### config.mk
export PLATFORM = sky130hd
export DESIGN_NAME = uart_reg_bridge
export DESIGN_NICKNAME = d
export VERILOG_FILES = /design/src/hw/uart_bridge_pkg.sv /design/src/hw/uart_reg_bridge.sv /design/src/hw/cmd_sequencer.sv /design/src/hw/uart_rx_frame.sv /design/src/hw/uart_tx_frame.sv
export SDC_FILE = /design/constraint.sdc
export NUM_CORES = 1
export LEC_CHECK = 0
export BUFFER_PORTS_ARGS = -buffer_cell sky130_fd_sc_hd__buf_2
export CAP_MARGIN = 20
export CORE_MARGIN = 3
export CORE_UTILIZATION = 45
export DETAILED_ROUTE_END_ITERATION = 16
export PLACE_DENSITY = 0.6
export SLEW_MARGIN = 0
export SYNTH_ARGS = -nofsm -noshare
export SYNTH_HDL_FRONTEND = slang
export SYNTH_SLANG_ARGS = --single-unit
### constraint.sdc
create_clock -name clk -period 3.1 [get_ports clk]
set_input_delay 0.62 -clock clk [delete_from_list [all_inputs] [get_ports clk]]
set_output_delay 0.62 -clock clk [all_outputs]
set_load 0.01 [all_outputs]
### src/hw/uart_bridge_pkg.sv
`default_nettype none

package uart_bridge_pkg;

  // ~~~~~~~~~~~~~~~~~~~~~~~~~~~~~~~~~~~~~~~~~~~~~~~~~
  // Frame layout
  // ~~~~~~~~~~~~~~~~~~~~~~~~~~~~~~~~~~~~~~~~~~~~~~~~~

  localparam int DATA_BITS  = 8;
  localparam int FRAME_BITS = DATA_BITS + 3;  // Start, data, parity and stop.

  // Bit positions inside one frame, counted from the start bit.
  localparam int FIRST_DATA_IDX = 1;
  localparam int PARITY_IDX     = FIRST_DATA_IDX + DATA_BITS;
  localparam int STOP_IDX       = PARITY_IDX + 1;

  // ~~~~~~~~~~~~~~~~~~~~~~~~~~~~~~~~~~~~~~~~~~~~~~~~~
  // Host command and received frame
  // ~~~~~~~~~~~~~~~~~~~~~~~~~~~~~~~~~~~~~~~~~~~~~~~~~

  // The upper byte {wr, addr} is the address frame on the line.
  typedef struct packed {
    logic                 wr;    // 1 for a write.
    logic [6:0]           addr;
    logic [DATA_BITS-1:0] data;  // Unused by a read.
  } cmd_t;

  typedef struct packed {
    logic [DATA_BITS-1:0] data;
    logic                 err;   // Parity mismatch or low stop bit.
  } rx_frame_t;

  // ~~~~~~~~~~~~~~~~~~~~~~~~~~~~~~~~~~~~~~~~~~~~~~~~~
  // Helpers
  // ~~~~~~~~~~~~~~~~~~~~~~~~~~~~~~~~~~~~~~~~~~~~~~~~~

  // Odd parity makes the total count of ones in data plus parity odd.
  function automatic logic odd_parity(input logic [DATA_BITS-1:0] value);
    return ~(^value);
  endfunction

endpackage

`default_nettype wire
### src/hw/uart_reg_bridge.sv
`timescale 1ns/10ps
`default_nettype none

module uart_reg_bridge #(
  parameter int CLKS_PER_BIT     = 434,
  parameter int GAP_CYCLES       = 100,
  parameter int RESP_WAIT_CYCLES = 20000
) (
  input  wire logic                  clk,
  input  wire logic                  rst_n,
  input  wire uart_bridge_pkg::cmd_t cmd_in,
  input  wire logic                  cmd_vld,
  input  wire logic                  rx,
  output logic                       tx,
  output logic                       cmd_rdy,
  output logic                       read_rdy,
  output logic [7:0]                 read_data,
  output logic                       read_err
);

  logic                       tx_start;
  logic [7:0]                 tx_byte;
  logic                       tx_done;
  logic                       rx_vld;
  logic                       rx_busy;
  uart_bridge_pkg::rx_frame_t rx_frame;

  uart_rx_frame #(
    .CLKS_PER_BIT(CLKS_PER_BIT)
  ) u_rx (
    .clk      (clk),
    .rst_n    (rst_n),
    .rx       (rx),
    .rx_vld   (rx_vld),
    .rx_busy  (rx_busy),
    .rx_frame (rx_frame)
  );

  cmd_sequencer #(
    .GAP_CYCLES       (GAP_CYCLES),
    .RESP_WAIT_CYCLES (RESP_WAIT_CYCLES)
  ) u_seq (
    .clk       (clk),
    .rst_n     (rst_n),
    .cmd_in    (cmd_in),
    .cmd_vld   (cmd_vld),
    .tx_done   (tx_done),
    .rx_vld    (rx_vld),
    .rx_busy   (rx_busy),
    .rx_frame  (rx_frame),
    .cmd_rdy   (cmd_rdy),
    .tx_start  (tx_start),
    .tx_byte   (tx_byte),
    .read_rdy  (read_rdy),
    .read_data (read_data),
    .read_err  (read_err)
  );

  uart_tx_frame #(
    .CLKS_PER_BIT(CLKS_PER_BIT)
  ) u_tx (
    .clk      (clk),
    .rst_n    (rst_n),
    .tx_start (tx_start),
    .tx_byte  (tx_byte),
    .tx       (tx),
    .tx_done  (tx_done)
  );

endmodule

`default_nettype wire

### src/hw/cmd_sequencer.sv
`timescale 1ns/10ps
`default_nettype none

module cmd_sequencer #(
  parameter int GAP_CYCLES       = 100,
  parameter int RESP_WAIT_CYCLES = 20000
) (
  input  wire logic                       clk,
  input  wire logic                       rst_n,
  input  wire uart_bridge_pkg::cmd_t      cmd_in,
  input  wire logic                       cmd_vld,
  input  wire logic                       tx_done,
  input  wire logic                       rx_vld,
  input  wire logic                       rx_busy,
  input  wire uart_bridge_pkg::rx_frame_t rx_frame,
  output logic                            cmd_rdy,
  output logic                            tx_start,
  output logic [7:0]                      tx_byte,
  output logic                            read_rdy,
  output logic [7:0]                      read_data,
  output logic                            read_err
);

  localparam logic [2:0] ST_IDLE       = 3'd0;
  localparam logic [2:0] ST_SEND_ADDR  = 3'd1;
  localparam logic [2:0] ST_GAP        = 3'd2;
  localparam logic [2:0] ST_SEND_DATA  = 3'd3;
  localparam logic [2:0] ST_WAIT_REPLY = 3'd4;
  localparam logic [2:0] ST_RESULT     = 3'd5;

  // One counter covers both the gap and the reply timeout.
  localparam int CNT_MAX = (GAP_CYCLES > RESP_WAIT_CYCLES) ? GAP_CYCLES : RESP_WAIT_CYCLES;
  localparam int CNT_W   = $clog2(CNT_MAX + 1);

  logic [2:0]            state;
  uart_bridge_pkg::cmd_t cmd_q;
  logic [CNT_W-1:0]      cnt;
  logic                  gap_end;
  logic                  wait_end;

  // The counter is loaded with 1 on tx_done so both limits land on the exact cycle.
  assign gap_end  = (cnt == CNT_W'(GAP_CYCLES - 1));
  assign wait_end = (cnt == CNT_W'(RESP_WAIT_CYCLES));

  assign tx_byte = (state == ST_SEND_DATA) ? cmd_q.data : {cmd_q.wr, cmd_q.addr};

  always_ff @(posedge clk)
  begin
    if (state == ST_IDLE && cmd_vld)
    begin
      cmd_q <= cmd_in;
    end
  end

  // ~~~~~~~~~~~~~~~~~~~~~~~~~~~~~~~~~~~~~~~~~~~~~~~~~
  // Command FSM
  // ~~~~~~~~~~~~~~~~~~~~~~~~~~~~~~~~~~~~~~~~~~~~~~~~~

  always_ff @(posedge clk or negedge rst_n)
  begin
    if (!rst_n)
    begin
      state     <= ST_IDLE;
      cnt       <= '0;
      cmd_rdy   <= 1'b1;
      tx_start  <= 1'b0;
      read_rdy  <= 1'b0;
      read_data <= '0;
      read_err  <= 1'b0;
    end
    else
    begin
      tx_start <= 1'b0;
      read_rdy <= 1'b0;
      case (state)
        ST_IDLE:
        begin
          if (cmd_vld)
          begin
            cmd_rdy  <= 1'b0;
            tx_start <= 1'b1;
            state    <= ST_SEND_ADDR;
          end
        end
        ST_SEND_ADDR:
        begin
          if (tx_done)
          begin
            cnt   <= CNT_W'(1);
            state <= cmd_q.wr ? ST_GAP : ST_WAIT_REPLY;
          end
        end
        ST_GAP:
        begin
          if (gap_end)
          begin
            tx_start <= 1'b1;
            state    <= ST_SEND_DATA;
          end
          else
          begin
            cnt <= cnt + CNT_W'(1);
          end
        end
        ST_SEND_DATA:
        begin
          if (tx_done)
          begin
            cmd_rdy <= 1'b1;
            state   <= ST_IDLE;
          end
        end
        ST_WAIT_REPLY:
        begin
          if (rx_vld)
          begin
            read_data <= rx_frame.data;
            read_err  <= rx_frame.err;
            read_rdy  <= 1'b1;
            state     <= ST_RESULT;
          end
          else if (!rx_busy)  // A reply in progress holds the timer.
          begin
            if (wait_end)
            begin
              read_data <= '0;
              read_err  <= 1'b1;
              read_rdy  <= 1'b1;
              state     <= ST_RESULT;
            end
            else
            begin
              cnt <= cnt + CNT_W'(1);
            end
          end
        end
        ST_RESULT:
        begin
          cmd_rdy <= 1'b1;  // Ready again right after the read_rdy pulse.
          state   <= ST_IDLE;
        end
        default:
        begin
          cmd_rdy <= 1'b1;
          state   <= ST_IDLE;
        end
      endcase
    end
  end

endmodule

`default_nettype wire

### src/hw/uart_rx_frame.sv
`timescale 1ns/10ps
`default_nettype none

module uart_rx_frame #(
  parameter int CLKS_PER_BIT = 434
) (
  input  wire logic                   clk,
  input  wire logic                   rst_n,
  input  wire logic                   rx,
  output logic                        rx_vld,
  output logic                        rx_busy,
  output uart_bridge_pkg::rx_frame_t  rx_frame
);

  localparam int CNT_W    = (CLKS_PER_BIT > 1) ? $clog2(CLKS_PER_BIT) : 1;
  localparam int HALF_BIT = (CLKS_PER_BIT > 1) ? CLKS_PER_BIT / 2 : 1;

  logic             rx_s1;
  logic             rx_s2;
  logic             rx_s3;
  logic             fall;
  logic [CNT_W-1:0] clk_cnt;
  logic [3:0]       bit_cnt;
  logic [7:0]       data_q;
  logic             par_err;
  logic             mid_start;
  logic             mid_bit;

  // ~~~~~~~~~~~~~~~~~~~~~~~~~~~~~~~~~~~~~~~~~~~~~~~~~
  // Synchronizer and edge detect
  // ~~~~~~~~~~~~~~~~~~~~~~~~~~~~~~~~~~~~~~~~~~~~~~~~~

  always_ff @(posedge clk or negedge rst_n)
  begin
    if (!rst_n)
    begin
      rx_s1 <= 1'b1;
      rx_s2 <= 1'b1;
      rx_s3 <= 1'b1;
    end
    else
    begin
      rx_s1 <= rx;
      rx_s2 <= rx_s1;
      rx_s3 <= rx_s2;  // Previous synchronized level.
    end
  end

  assign fall      = rx_s3 && !rx_s2;
  assign mid_start = (bit_cnt == 4'd0) && (clk_cnt == CNT_W'(HALF_BIT - 1));
  assign mid_bit   = (bit_cnt != 4'd0) && (clk_cnt == CNT_W'(CLKS_PER_BIT - 1));

  // ~~~~~~~~~~~~~~~~~~~~~~~~~~~~~~~~~~~~~~~~~~~~~~~~~
  // Frame sampling
  // ~~~~~~~~~~~~~~~~~~~~~~~~~~~~~~~~~~~~~~~~~~~~~~~~~

  always_ff @(posedge clk or negedge rst_n)
  begin
    if (!rst_n)
    begin
      rx_busy <= 1'b0;
      rx_vld  <= 1'b0;
      clk_cnt <= '0;
      bit_cnt <= '0;
    end
    else
    begin
      rx_vld <= 1'b0;
      if (!rx_busy)
      begin
        clk_cnt <= '0;
        bit_cnt <= '0;
        rx_busy <= fall;
      end
      else if (mid_start)
      begin
        clk_cnt <= '0;
        bit_cnt <= 4'd1;
        rx_busy <= !rx_s2;  // A high line here was only a glitch.
      end
      else if (mid_bit)
      begin
        clk_cnt <= '0;
        if (bit_cnt == 4'(uart_bridge_pkg::STOP_IDX))
        begin
          rx_busy <= 1'b0;
          rx_vld  <= 1'b1;
        end
        else
        begin
          bit_cnt <= bit_cnt + 4'd1;
        end
      end
      else
      begin
        clk_cnt <= clk_cnt + CNT_W'(1);
      end
    end
  end

  // Payload capture follows the sample points above.
  always_ff @(posedge clk)
  begin
    if (rx_busy && mid_bit)
    begin
      if (bit_cnt < 4'(uart_bridge_pkg::PARITY_IDX))
      begin
        data_q <= {rx_s2, data_q[7:1]};  // LSB arrives first.
      end
      else if (bit_cnt == 4'(uart_bridge_pkg::PARITY_IDX))
      begin
        par_err <= (rx_s2 != uart_bridge_pkg::odd_parity(data_q));
      end
      else
      begin
        rx_frame.data <= data_q;
        rx_frame.err  <= par_err || !rx_s2;
      end
    end
  end

endmodule

`default_nettype wire

### src/hw/uart_tx_frame.sv
`timescale 1ns/10ps
`default_nettype none

module uart_tx_frame #(
  parameter int CLKS_PER_BIT = 434
) (
  input  wire logic       clk,
  input  wire logic       rst_n,
  input  wire logic       tx_start,
  input  wire logic [7:0] tx_byte,
  output logic            tx,
  output logic            tx_done
);

  localparam int CNT_W = (CLKS_PER_BIT > 1) ? $clog2(CLKS_PER_BIT) : 1;

  logic [uart_bridge_pkg::FRAME_BITS-1:0] shift_q;  // Bit 0 is on the line.
  logic [CNT_W-1:0]                       clk_cnt;
  logic [3:0]                             bit_cnt;
  logic                                   busy;
  logic                                   bit_end;
  logic                                   last_bit;

  assign bit_end  = (clk_cnt == CNT_W'(CLKS_PER_BIT - 1));
  assign last_bit = (bit_cnt == 4'(uart_bridge_pkg::STOP_IDX));

  // High in the final cycle of the stop bit.
  assign tx_done = busy && bit_end && last_bit;
  assign tx      = shift_q[0];

  // ~~~~~~~~~~~~~~~~~~~~~~~~~~~~~~~~~~~~~~~~~~~~~~~~~
  // Frame shift register
  // ~~~~~~~~~~~~~~~~~~~~~~~~~~~~~~~~~~~~~~~~~~~~~~~~~

  always_ff @(posedge clk or negedge rst_n)
  begin
    if (!rst_n)
    begin
      shift_q <= '1;
    end
    else if (tx_start && !busy)
    begin
      // Start bit goes out the cycle after tx_start.
      shift_q <= {1'b1, uart_bridge_pkg::odd_parity(tx_byte), tx_byte, 1'b0};
    end
    else if (busy && bit_end)
    begin
      shift_q <= {1'b1, shift_q[uart_bridge_pkg::FRAME_BITS-1:1]};  // Fill with idle.
    end
  end

  // ~~~~~~~~~~~~~~~~~~~~~~~~~~~~~~~~~~~~~~~~~~~~~~~~~
  // Bit timing
  // ~~~~~~~~~~~~~~~~~~~~~~~~~~~~~~~~~~~~~~~~~~~~~~~~~

  always_ff @(posedge clk or negedge rst_n)
  begin
    if (!rst_n)
    begin
      busy    <= 1'b0;
      clk_cnt <= '0;
      bit_cnt <= '0;
    end
    else if (!busy)
    begin
      clk_cnt <= '0;
      bit_cnt <= '0;
      if (tx_start)
      begin
        busy <= 1'b1;
      end
    end
    else if (bit_end)
    begin
      clk_cnt <= '0;
      if (last_bit)
      begin
        busy <= 1'b0;
      end
      else
      begin
        bit_cnt <= bit_cnt + 4'd1;
      end
    end
    else
    begin
      clk_cnt <= clk_cnt + CNT_W'(1);
    end
  end

endmodule

`default_nettype wire

==> impl_metrics.py <==
metrics = {
    "route": {
        "first_iter_violations": 196,
        "wire_per_inst_um": 15.5,
        "drt_pass1_iterations": 4,
        "ant_nets": 0,
        "vias": 3312,
        "via_per_inst": 5.41,
        "drt_wl_total_mm": 9.47,
        "drc": 0,
    },
    "timing": {
        "min_period_over_period_pct": 80.3,
        "setup_tns_ns": 0,
        "finalCriticalPeriod_ns": 2.49,
        "finClkSkew_ns": 0.0172,
        "slew_headroom_pct": 48.2,
        "tightest_slew_ns": 0.775,
        "holdWs_ns": 0.313,
        "drv_slew": 0,
        "setup_viol": 0,
        "fmax_mhz": 402,
        "finalHoldViolCount": 0,
        "rsz0062_at_grt": "false",
    },
    "logic_synthesis": {
        "syn_avg_cell_area_um2": 11.4,
        "syn_nets": 471,
        "synth_ff_type": "dfrtp_1",
        "synth.yosys.warnings": 0,
        "synth.distinct_cells": 57,
        "yosysSeqAreaShare_pct": 57.1,
        "synth_edf_count": 34,
        "netlist_instances": 438,
        "async_flop_share_pct": 67.9,
        "synth_seq_cells": 106,
        "synth_area_um2": 4980,
    },
    "power": {
        "leakagePower_nw": 2.23,
        "ir_drop_mv": 0.451,
        "p_per_area_nw_per_um2": 476,
    },
    "clock_network": {
        "cts.sinks": 106,
        "clk_latency_ns": 0.37,
        "cts_buffer_depth": 2,
        "postCtsResizedCells": 0,
        "clockRootBuffer": "clkbuf_8",
        "cts_setup_buffers": 0,
        "cts_made_buffers": 9,
        "tritoncts": "done",
        "cts-htree-levels": 3,
        "cts_hold_buf": 0,
        "clk_pin_slew_ns": 0.11,
    },
    "min_path": {
        "hold_path.class": "input pin to asynchronous set/reset pin",
    },
    "worst_setup_path": {
        "cp_max_fo": 9,
        "cp.arrival_ns": 2.79,
        "crit_required_ns": 3.40,
        "worst_setup_path_start_kind": "flip-flop",
        "crit_type": "flip-flop to flip-flop",
        "worstSetupEndpointType": "flip-flop",
        "r2r_slack_ns": 0.61,
    },
    "finish": {
        "drive_above_1_share_pct": 17.4,
        "instances_no_fill": 612,
        "mostFrequentLayoutCell": "dfrtp_1",
        "final_design_area_no_fill_um2": 5500,
        "fillers": 941,
        "fin_nets": 504,
        "syn_to_final_growth_pct": 10.5,
        "num_antenna_cells": 0,
        "layout_common_cells": "58 x dfrtp_1, 45 x nand2_1, 38 x nor2_1, 34 x edfxtp_1",
        "post-route-util_pct": 52.1,
    },
    "floorplan": {
        "rows": 37,
        "die_area_um2": 12400,
        "core-area_um2": 10600,
        "die_y_um": 111,
        "start_util_pct": 47.1,
        "io_pins": 32,
        "die_w_um": 111,
    },
    "placed_design": {
        "place.gp.congestion": 0.800,
        "io_buffers": 31,
        "dp_cells": 596,
        "hpwl_mm": 6.76,
        "placed_area_um2": 5280,
    },
    "grt": {
        "grt_max_degree": 41,
        "antenna_found_initial": 0,
        "grt_pass1_vias": 3255,
        "groute.usage.overall_pct": 16.2,
        "grt_pass1_wl_mm": 16.5,
        "grt.overflow.total": 0,
    },
    "job": {
        "max_cap_viol_count": 0,
    },
    "run_status": {
        "status": "completed",
    },
}
==> final timing paths <==
| path | startpoint | to | cells after the start |
|---|---|---|---|
| min | rst_n | u_tx.clk_cnt[8]$_DFF_PN0_ | 1 |
| max | u_tx.clk_cnt[3]$_DFF_PN0_ | u_seq.cnt[1]$_DFFE_PN0P_ | 5 |
| max reg2reg | u_tx.clk_cnt[3]$_DFF_PN0_ | u_seq.cnt[1]$_DFFE_PN0P_ | 5 |
| max in group asynchronous | rst_n | u_seq.cmd_rdy$_DFFE_PN1P_ | 2 |
| min in group clk | rx | u_rx.rx_s1$_DFF_PN1_ | 1 |
| min reg2reg | u_rx.rx_s1$_DFF_PN1_ | u_rx.rx_s2$_DFF_PN1_ | 0 |
==> cell type report <==
type	instances	area, um^2	share of cell area (%)
Clock buffer	9	124	2.25
Clock inverter	7	92.6	1.68
Inverter	18	67.6	1.23
Multi-Input combinational cell	301	2000	36.5
Sequential cell	106	2840	51.7
Tap cell	136	170	3.10
Timing Repair Buffer	35	198	3.60
==> stage by stage <==
| stage | setup slack, ns | total power, mW |
|---|---|---|
| after floorplan | 0.840 | 1.67 |
| after global placement | 0.712 | 1.73 |
| after detailed placement | 0.627 | 1.73 |
| after CTS | 0.603 | 2.66 |
| after global routing | 0.440 | 2.75 |
| final | 0.610 | 2.62 |
==> metal layers <==
metal	track usage (%)	vias to the layer above	part of all wire [%]
met4	4.22	0	1.0
met5	0	-	0
met1	23.8	1623	51
met2	24.6	44	45
li1	-	1637	-
met3	3.44	8	2.7
==> flip-flops by register name, indices dropped and copies added, names as in the netlist, 8 cells and up <==
| register | cells |
|---|---|
| u_rx.clk_cnt | 9 |
| u_rx.data_q | 8 |
| u_rx.rx_frame | 9 |
| u_seq.cmd_q | 16 |
| u_seq.cnt | 15 |
| u_seq.read_data | 8 |
| u_tx.clk_cnt | 9 |
| u_tx.shift_q | 10 |
==> cell families (layout without fill, tap and decap cells) <==
| family | Yosys count | after routing | share of synthesized area [%] |
|---|---|---|---|
| multiplexers | 7 | 7 | 1.41 |
| flip-flops | 106 | 106 | 57.1 |
| AND/OR/NAND/NOR | 179 | 179 | 19.3 |
| adder cells (fa/ha/maj) | 13 | 13 | 3.27 |
| XOR/XNOR | 40 | 40 | 7.04 |
| AO/OA/AOI/OAI | 62 | 62 | 9.23 |
| buffers and inverters | 31 | 69 | 2.64 |
==> cell usage after synthesis, types with 3 or more instances <==
cell	count	share of area (%)
dfstp_2	14	7.4
o31ai_1	5	0.75
nor2_1	38	2.9
buf_1	4	0.30
a22o_1	9	1.6
nor3_1	3	0.30
edfxtp_1	34	21
nor2b_1	3	0.38
nand4_1	11	1.4
dfrtp_1	58	29
o21ai_0	8	0.80
xor2_1	9	1.6
or4_1	6	0.91
mux2i_1	7	1.4
nand3_1	25	2.5
nor4_1	3	0.38
or3_1	6	0.75
and2_1	4	0.50
nand2b_1	7	0.88
xnor2_1	31	5.5
a21oi_1	18	1.8
nand2_1	45	3.4
clkbuf_1	6	0.45
nand4b_1	3	0.53
ha_1	13	3.3
inv_1	18	1.4
and3_1	5	0.63
o221a_2	8	1.8
nor3b_1	3	0.45
==> worst max-delay path: stages (launching register included) <==
cell and delay (ns):
dfrtp_1 0.45, or4b_4 0.58, nor4_4 0.51, and2_1 0.45, o211a_4 0.24, mux2i_1 0.19
==> power breakdown <==
part	internal, mW	leakage (nW)	total, mW	switching (mW)
Clock	0.396	0.109	0.910	0.514
Sequential	1.50	1.23	1.56	0.0542
Combinational	0.0711	0.887	0.150	0.0791
Power figures use the tool's default switching activity.
